**config.mk**
```make
export PLATFORM = sky130hd
export DESIGN_NAME = cache_top
export DESIGN_NICKNAME = d
export VERILOG_FILES = /design/src/design/cache_pkg.sv /design/src/design/cache_set_array.sv /design/src/design/cache_line_update.sv /design/src/design/cache_controller.sv /design/src/design/cache_top.sv
export VERILOG_INCLUDE_DIRS = /design/src /design/src/design
export SDC_FILE = /design/constraint.sdc
export NUM_CORES = 2
export LEC_CHECK = 0
export ABC_CLOCK_PERIOD_IN_PS = 28900
export BUFFER_PORTS_ARGS = -buffer_cell sky130_fd_sc_hd__buf_4
export CORE_MARGIN = 3
export CORE_UTILIZATION = 35
export CTS_CLUSTER_DIAMETER = 150
export DETAILED_ROUTE_END_ITERATION = 10
export PLACE_DENSITY = 0.63
export SLEW_MARGIN = 20
export SYNTH_ARGS = -nofsm -noshare
export SYNTH_HDL_FRONTEND = slang
export SYNTH_SLANG_ARGS = --single-unit
```
**constraint.sdc**
```tcl
create_clock -name clk -period 28.9 [get_ports clk]
set_clock_uncertainty 0.2 [all_clocks]
set_input_delay 5.78 -clock clk [delete_from_list [all_inputs] [get_ports clk]]
set_output_delay 5.78 -clock clk [all_outputs]
set_load 0.05 [all_outputs]
```
**src/design/cache_params.svh**
```systemverilog
`ifndef CACHE_PARAMS_SVH
`define CACHE_PARAMS_SVH

// cache geometry
`define CACHE_SETS      4
`define CACHE_WAYS      2
`define WORDS_PER_LINE  4

// word and address widths
`define WORD_W          32
`define ADDR_W          30   // processor word address
`define TAG_W           26   // addr minus index and offset

// line width is WORDS_PER_LINE * WORD_W, the memory transfer unit
// line address is the word address with the offset dropped

`endif

```
**src/design/cache_pkg.sv**
```systemverilog
`default_nettype none

`include "cache_params.svh"

package cache_pkg;

    localparam int unsigned INDEX_W  = $clog2(`CACHE_SETS);
    localparam int unsigned OFFSET_W = $clog2(`WORDS_PER_LINE);

    typedef logic [`WORD_W-1:0]                 word_t;
    typedef logic [`WORDS_PER_LINE*`WORD_W-1:0] line_data_t;
    typedef logic [`TAG_W-1:0]                  tag_t;
    typedef logic [`ADDR_W-OFFSET_W-1:0]        line_addr_t;   // tag and index
    typedef logic [$clog2(`CACHE_WAYS)-1:0]     way_sel_t;

    typedef struct packed {
        tag_t                tag;
        logic [INDEX_W-1:0]  index;
        logic [OFFSET_W-1:0] offset;    // word n sits at bit 32n of the line
    } proc_addr_t;

    typedef struct packed {
        logic       valid;
        logic       lru;    // set on the most recently written way
        tag_t       tag;
        line_data_t data;
    } cache_line_t;

    typedef struct packed {
        logic       read;
        logic       write;
        proc_addr_t addr;
        word_t      wdata;
    } proc_req_t;

    typedef struct packed {
        logic       read;
        logic       write;
        line_addr_t addr;
        line_data_t wdata;
    } mem_req_t;

endpackage

`default_nettype wire

```
**src/design/cache_set_array.sv**
```systemverilog
`timescale 1ns/100ps
`default_nettype none

`include "cache_params.svh"

module cache_set_array (
    input  wire                         clk,
    input  wire                         proc_reset,
    input  wire cache_pkg::proc_addr_t  addr,
    input  wire                         wr_en,
    input  wire cache_pkg::way_sel_t    wr_way,
    input  wire cache_pkg::cache_line_t wr_line,
    output logic                        hit,
    output cache_pkg::way_sel_t         hit_way,
    output cache_pkg::way_sel_t         victim_way,
    output cache_pkg::cache_line_t      way_lines [`CACHE_WAYS]
);
    import cache_pkg::*;

    logic       valid_q [`CACHE_SETS][`CACHE_WAYS];
    logic       lru_q   [`CACHE_SETS][`CACHE_WAYS];
    tag_t       tag_q   [`CACHE_SETS][`CACHE_WAYS];
    line_data_t data_q  [`CACHE_SETS][`CACHE_WAYS];

    // valid and lru bits, cleared on reset
    always_ff @(posedge clk) begin
        if (proc_reset) begin
            for (int s = 0; s < `CACHE_SETS; s++) begin
                for (int w = 0; w < `CACHE_WAYS; w++) begin
                    valid_q[s][w] <= 1'b0;
                    lru_q[s][w]   <= 1'b0;
                end
            end
        end else if (wr_en) begin
            valid_q[addr.index][wr_way] <= wr_line.valid;
            for (int w = 0; w < `CACHE_WAYS; w++) begin
                lru_q[addr.index][w] <= (way_sel_t'(w) == wr_way);   // written way is newest
            end
        end
    end

    // tag and data storage
    always_ff @(posedge clk) begin
        if (wr_en) begin
            tag_q[addr.index][wr_way]  <= wr_line.tag;
            data_q[addr.index][wr_way] <= wr_line.data;
        end
    end

    // lines of the indexed set
    always_comb begin
        for (int w = 0; w < `CACHE_WAYS; w++) begin
            way_lines[w].valid = valid_q[addr.index][w];
            way_lines[w].lru   = lru_q[addr.index][w];
            way_lines[w].tag   = tag_q[addr.index][w];
            way_lines[w].data  = data_q[addr.index][w];
        end
    end

    // tag compare, lowest matching way wins
    always_comb begin
        logic found;
        found   = 1'b0;
        hit_way = '0;
        for (int w = 0; w < `CACHE_WAYS; w++) begin
            if (!found && way_lines[w].valid && (way_lines[w].tag == addr.tag)) begin
                found   = 1'b1;
                hit_way = way_sel_t'(w);
            end
        end
        hit = found;
    end

    // victim choice: first empty way, otherwise the way with lru clear
    always_comb begin
        logic empty_found;
        logic old_found;
        empty_found = 1'b0;
        old_found   = 1'b0;
        victim_way  = '0;
        for (int w = 0; w < `CACHE_WAYS; w++) begin
            if (!empty_found && !way_lines[w].valid) begin
                empty_found = 1'b1;
                victim_way  = way_sel_t'(w);
            end
        end
        if (!empty_found) begin
            for (int w = 0; w < `CACHE_WAYS; w++) begin
                if (!old_found && !way_lines[w].lru) begin
                    old_found  = 1'b1;
                    victim_way = way_sel_t'(w);
                end
            end
        end
    end

endmodule

`default_nettype wire

```
**src/design/cache_line_update.sv**
```systemverilog
`timescale 1ns/100ps
`default_nettype none

`include "cache_params.svh"

module cache_line_update (
    input  wire cache_pkg::proc_req_t   req,
    input  wire cache_pkg::cache_line_t hit_line,
    input  wire cache_pkg::line_data_t  mem_rdata,
    output cache_pkg::word_t            hit_word,
    output cache_pkg::word_t            fill_word,
    output cache_pkg::cache_line_t      merged_line,
    output cache_pkg::cache_line_t      fill_line
);
    import cache_pkg::*;

    localparam int unsigned WORD_BITS = $bits(word_t);

    // offset mux over the words of a line
    function automatic word_t pick_word(
        input line_data_t          data,
        input logic [OFFSET_W-1:0] offset
    );
        word_t w;
        w = '0;
        for (int n = 0; n < `WORDS_PER_LINE; n++) begin
            if (int'(offset) == n) begin
                w = data[n*WORD_BITS +: WORD_BITS];
            end
        end
        return w;
    endfunction

    // replace one word, keep the rest of the line
    function automatic line_data_t put_word(
        input line_data_t          data,
        input logic [OFFSET_W-1:0] offset,
        input word_t               w
    );
        line_data_t d;
        d = data;
        for (int n = 0; n < `WORDS_PER_LINE; n++) begin
            if (int'(offset) == n) begin
                d[n*WORD_BITS +: WORD_BITS] = w;
            end
        end
        return d;
    endfunction

    assign hit_word  = pick_word(hit_line.data, req.addr.offset);
    assign fill_word = pick_word(mem_rdata, req.addr.offset);   // read miss data

    // hit line, with the write word on a write
    always_comb begin
        merged_line = hit_line;
        if (req.write) begin
            merged_line.data = put_word(hit_line.data, req.addr.offset, req.wdata);
        end
    end

    // refill line from memory, write word merged for write-allocate
    always_comb begin
        fill_line.valid = 1'b1;
        fill_line.lru   = 1'b1;
        fill_line.tag   = req.addr.tag;
        fill_line.data  = mem_rdata;
        if (req.write) begin
            fill_line.data = put_word(mem_rdata, req.addr.offset, req.wdata);
        end
    end

endmodule

`default_nettype wire

```
**src/design/cache_controller.sv**
```systemverilog
`timescale 1ns/100ps
`default_nettype none

module cache_controller (
    input  wire                         clk,
    input  wire                         proc_reset,
    input  wire cache_pkg::proc_req_t   req,
    input  wire                         hit,
    input  wire cache_pkg::way_sel_t    hit_way,
    input  wire cache_pkg::way_sel_t    victim_way,
    input  wire cache_pkg::cache_line_t merged_line,
    input  wire cache_pkg::cache_line_t fill_line,
    input  wire                         mem_ready,
    output logic                        proc_stall,
    output logic                        use_fill_word,
    output cache_pkg::mem_req_t         mem_req,
    output logic                        wr_en,
    output cache_pkg::way_sel_t         wr_way,
    output cache_pkg::cache_line_t      wr_line
);
    import cache_pkg::*;

    typedef enum logic [1:0] {
        ST_IDLE,
        ST_RD_REFILL,   // read miss, waiting for the line
        ST_WR_REFILL,   // write miss, waiting for the line
        ST_WR_THRU      // merged line going out to memory
    } state_t;

    state_t     state_q;
    state_t     state_d;
    logic       mem_read_q;
    logic       mem_read_d;
    logic       mem_write_q;
    logic       mem_write_d;
    line_addr_t mem_addr_q;
    line_data_t mem_wdata_q;
    logic       addr_load;
    logic       wdata_load;
    line_addr_t req_line;

    assign req_line = {req.addr.tag, req.addr.index};

    always_comb begin
        state_d       = state_q;
        mem_read_d    = mem_read_q;
        mem_write_d   = mem_write_q;
        addr_load     = 1'b0;
        wdata_load    = 1'b0;
        proc_stall    = 1'b0;
        use_fill_word = 1'b0;
        wr_en         = 1'b0;
        wr_way        = hit_way;
        wr_line       = merged_line;

        case (state_q)
            ST_IDLE: begin
                if (req.read) begin
                    if (hit) begin
                        wr_en = 1'b1;   // rewrite same line to refresh lru
                    end else begin
                        proc_stall = 1'b1;
                        mem_read_d = 1'b1;
                        addr_load  = 1'b1;
                        state_d    = ST_RD_REFILL;
                    end
                end else if (req.write) begin
                    proc_stall = 1'b1;
                    addr_load  = 1'b1;
                    if (hit) begin
                        wr_en       = 1'b1;   // merged line stored now
                        mem_write_d = 1'b1;
                        wdata_load  = 1'b1;
                        state_d     = ST_WR_THRU;
                    end else begin
                        mem_read_d = 1'b1;
                        state_d    = ST_WR_REFILL;
                    end
                end
            end

            ST_RD_REFILL: begin
                proc_stall    = !mem_ready;   // data comes straight from memory
                use_fill_word = 1'b1;
                wr_way        = victim_way;
                wr_line       = fill_line;
                if (mem_ready) begin
                    wr_en      = 1'b1;
                    mem_read_d = 1'b0;
                    state_d    = ST_IDLE;
                end
            end

            ST_WR_REFILL: begin
                proc_stall = 1'b1;
                wr_way     = victim_way;
                wr_line    = fill_line;   // already holds the write word
                if (mem_ready) begin
                    wr_en       = 1'b1;
                    mem_read_d  = 1'b0;
                    mem_write_d = 1'b1;
                    wdata_load  = 1'b1;
                    state_d     = ST_WR_THRU;
                end
            end

            ST_WR_THRU: begin
                proc_stall = !mem_ready;
                if (mem_ready) begin
                    mem_write_d = 1'b0;
                    state_d     = ST_IDLE;
                end
            end
        endcase
    end

    always_ff @(posedge clk) begin
        if (proc_reset) begin
            state_q     <= ST_IDLE;
            mem_read_q  <= 1'b0;
            mem_write_q <= 1'b0;
        end else begin
            state_q     <= state_d;
            mem_read_q  <= mem_read_d;
            mem_write_q <= mem_write_d;
        end
    end

    // request payload, held until mem_ready
    always_ff @(posedge clk) begin
        if (addr_load) begin
            mem_addr_q <= req_line;
        end
        if (wdata_load) begin
            mem_wdata_q <= wr_line.data;
        end
    end

    always_comb begin
        mem_req.read  = mem_read_q;
        mem_req.write = mem_write_q;
        mem_req.addr  = mem_addr_q;
        mem_req.wdata = mem_wdata_q;
    end

endmodule

`default_nettype wire

```
**src/design/cache_top.sv**
```systemverilog
`timescale 1ns/100ps
`default_nettype none

`include "cache_params.svh"

module cache_top (
    input  wire                        clk,
    input  wire                        proc_reset,
    input  wire cache_pkg::proc_req_t  proc_req,
    input  wire cache_pkg::line_data_t mem_rdata,
    input  wire                        mem_ready,
    output cache_pkg::word_t           proc_rdata,
    output logic                       proc_stall,
    output cache_pkg::mem_req_t        mem_req
);
    import cache_pkg::*;

    logic        hit;
    way_sel_t    hit_way;
    way_sel_t    victim_way;
    cache_line_t way_lines [`CACHE_WAYS];
    logic        wr_en;
    way_sel_t    wr_way;
    cache_line_t wr_line;
    cache_line_t merged_line;
    cache_line_t fill_line;
    word_t       hit_word;
    word_t       fill_word;
    logic        use_fill_word;

    cache_set_array set_array_i (
        .clk        (clk),
        .proc_reset (proc_reset),
        .addr       (proc_req.addr),
        .wr_en      (wr_en),
        .wr_way     (wr_way),
        .wr_line    (wr_line),
        .hit        (hit),
        .hit_way    (hit_way),
        .victim_way (victim_way),
        .way_lines  (way_lines)
    );

    cache_line_update line_update_i (
        .req         (proc_req),
        .hit_line    (way_lines[hit_way]),
        .mem_rdata   (mem_rdata),
        .hit_word    (hit_word),
        .fill_word   (fill_word),
        .merged_line (merged_line),
        .fill_line   (fill_line)
    );

    cache_controller controller_i (
        .clk           (clk),
        .proc_reset    (proc_reset),
        .req           (proc_req),
        .hit           (hit),
        .hit_way       (hit_way),
        .victim_way    (victim_way),
        .merged_line   (merged_line),
        .fill_line     (fill_line),
        .mem_ready     (mem_ready),
        .proc_stall    (proc_stall),
        .use_fill_word (use_fill_word),
        .mem_req       (mem_req),
        .wr_en         (wr_en),
        .wr_way        (wr_way),
        .wr_line       (wr_line)
    );

    assign proc_rdata = use_fill_word ? fill_word : hit_word;   // refill bypass

endmodule

`default_nettype wire

```
==> impl_metrics.csv <==
group,metric,value,unit
outcome,outcome,"finished, final reports clean",
hold_path,hold_path.class,"reg -> reg",
cells_and_area,area.growth.synth_to_final,17.5,%
die,initial_core_util,35.3,%
drt,first_pass_iters,7,
synthesis,synth_area_leaders,"edfxtp_1 (71%), mux4_2 (14%), mux2i_1 (3.5%), mux2_2 (2.8%), o21ai_0 (1.4%)",
sta,rsz0062_at_grt,"false",
sta,slew_viol_final,0,
synthesis,syn-num-nets,3224,
setup_path,crit_family,"buffers and inverters",
placement,portBuffers,385,
cts,clk_pin_slew,0.05,ns
grt,grt_pass1_wl,226000,µm
setup_path,startpoint_type,"primary input",
setup_path,setup.worst_path.class,"in -> out",
cts,holdBufCountCts,0,
setup_path,critPathMaxStageDelay,0.85,ns
sta,finalCritPeriodShare,64.1,%
grt,gr-total-overflow,0,
run,drv_cap,0,
synthesis,ys_warn_count,0,
sta,period_minus_slack,18.54,ns
placement,globalplace.congestion,0.875,
grt,antenna_found_initial,1,
cts,root_buffer,"clkbuf_16",
cells_and_area,nets,3642,
die,chipWidth,417,µm
synthesis,synth.distinct_cells,67,
cts,cts_resized,0,
cells_and_area,nFillCells,14800,
synthesis,yosysTopAreaCell,"edfxtp_1",
die,std_cell_rows,150,
power_and_ir_drop,powerDensity,74.9,nW/µm²
cts,cts.sinks,1408,
synthesis,syn_area,59100,µm²
power_and_ir_drop,p_leak,22.1,nW
sta,maxSlewHeadroom,22.8,%
drt,routed_wl,155000,µm
synthesis,synth.avg_cell_area,19.5,µm²
drt,vias,31300,
cells_and_area,drive_gt1_share,34.0,%
grt,grt_max_degree,104,
cts,clkLatencyLatePin,0.81,ns
cts,cts_inserted_buffers,153,
cts,clockBufferDepth,3,
die,die_area,174000,µm²
cts,cts_tree,"done",
synthesis,syn_inst,3024,
sta,finalSetupViolations,0,
cts,htreeDepth,4,
setup_path,crit_path_cell_trace,"buf_8 > buf_4 > mux4_2 > xnor2_1 > nand2b_1 > nor4b_1 > nand4_1 > a311oi_4 > buf_4 > buf_4 > buf_4 > mux2i_1 > nand2b_1 > a221oi_1 > buf_4",
synthesis,synthFlopType,"edfxtp_1",
setup_path,cp_slowest_cell,"buf_4",
drt,ant_nets,0,
setup_path,critical_path_required,22.92,ns
placement,hpwl,93500,µm
setup_path,worst_setup_path_end_kind,"output port",
cells_and_area,regArea,42200,µm²
setup_path,cp_num_buf_inv,6,
synthesis,synth_edf_count,1404,
sta,worstMarginPinSlew,1.15,ns
synthesis,synth_seq_cells,1408,
cts,post_cts_buffers,0,
setup_path,cpMostUsedCell,"buf_4",
sta,fin_ws,10.36,ns
setup_path,crit_path_max_fanout,73,
cells_and_area,fin_area,69400,µm²
die,core,167000,µm²
drt,drcViolationCount,0,
placement,placed_area,64500,µm²
die,ios,386,
power_and_ir_drop,total_power,5.20,mW
synthesis,yosysMostFrequentCell,"edfxtp_1",
sta,timing.setup.tns,0,ns
drt,wire_per_inst,26.8,µm
synthesis,ys_async_sr_fraction,0,%
synthesis,synth_commonest_cells,"edfxtp_1 (1,404), mux4_2 (370), mux2i_1 (208)",
synthesis,synth_top_cell_area_share,71.4,%
cells_and_area,multi_input_area,16000,µm²
grt,grt_pass1_vias,32100,
sta,final_hold_viol_count,0,
die,fp.dieH,417,µm
grt,grtUsageTotal,17.7,%
placement,place_ws,10.40,ns
drt,routed_via_density,5.43,
setup_path,arrival,12.56,ns
power_and_ir_drop,peakVddDrop,55.0,µV
synthesis,yosysSeqAreaShare,71.5,%
drt,first_iter_violations,2620,
sta,fmax,53.9,MHz
## flip-flops by register name, summed over array words and instances, names as in the netlist
name / cells
set_array_i.data_q: 1024
set_array_i.tag_q: 208
controller_i.mem_wdata_q: 128
controller_i.mem_addr_q: 28
set_array_i.lru_q: 8
set_array_i.valid_q: 8
controller_i.state_q: 2
controller_i.mem_read_q: 1
controller_i.mem_write_q: 1
## worst min-delay path, stage by stage, from the launching register on
cell and delay [ns]:
dfxtp_1 0.35, nor2_1 0.12, a311oi_1 0.06
## final cells by class
cell class / instances / area share [%]
Timing Repair Buffer: 451 / 4.99
Sequential cell: 1408 / 60.8
Clock buffer: 187 / 5.70
Inverter: 36 / 0.195
Antenna cell: 1 / 0.00360
Clock inverter: 87 / 1.29
Multi-Input combinational cell: 1392 / 23.0
Tap cell: 2204 / 3.97
## metal layers
layer,routed length (µm),global-route usage [%]
met2,76900,29.3
met1,64600,23.9
met3,9100,3.21
met5,0,0
met4,4120,5.26
## stage by stage
stage,hold WS (ns),cells,util [%]
finish,0.370,5766,41.5
global route,0.445,5766,41.5
CTS,0.404,5764,41.5
detailed placement,0.374,5490,38.6
global placement,0.379,5490,38.6
floorplan,0.277,3024,-
## power breakdown
group	switching (mW)	total, mW	internal [mW]
clock	0.824	1.88	1.06
combinational	0.553	0.798	0.246
sequential	0.0186	2.52	2.50
total	1.40	5.20	3.80
## worst paths after layout
path | from | to | slack, ns | depth (start not counted)
max | proc_req[35] | proc_rdata[6] | 10.36 | 15
min | controller_i.mem_read_q | controller_i.mem_read_q | 0.37 | 2
max reg2reg | set_array_i.tag_q[2][1] | set_array_i.data_q[3][58] | 21.64 | 12
min reg2reg | controller_i.mem_read_q | controller_i.mem_read_q | 0.37 | 2
## layout by cell type (no fill, tap or decap), drive strengths merged, types with 12 or more instances in the layout
| master | count |
|---|---|
| a211oi | 19 |
| a21oi | 24 |
| a221oi | 15 |
| a22o | 12 |
| a22oi | 12 |
| buf | 451 |
| clkbuf | 187 |
| clkinv | 67 |
| edfxtp | 1404 |
| inv | 41 |
| mux2 | 148 |
| mux2i | 209 |
| mux4 | 370 |
| nand2 | 182 |
| nand2b | 21 |
| nor2 | 45 |
| nor2b | 13 |
| nor3 | 12 |
| o21ai | 165 |
| xnor2 | 36 |
## kinds of logic after synthesis
kind of cell	synth area share [%]
xor gates and xnor gates	0.591
muxes	20.5
buffers and inverters	1.64
adders and majority gates	0.106
DFF	71.5
AOI/OAI and AO/OA	3.07
and+or+nand+nor	2.63
No activity file was read; power rests on OpenSTA's default activity.
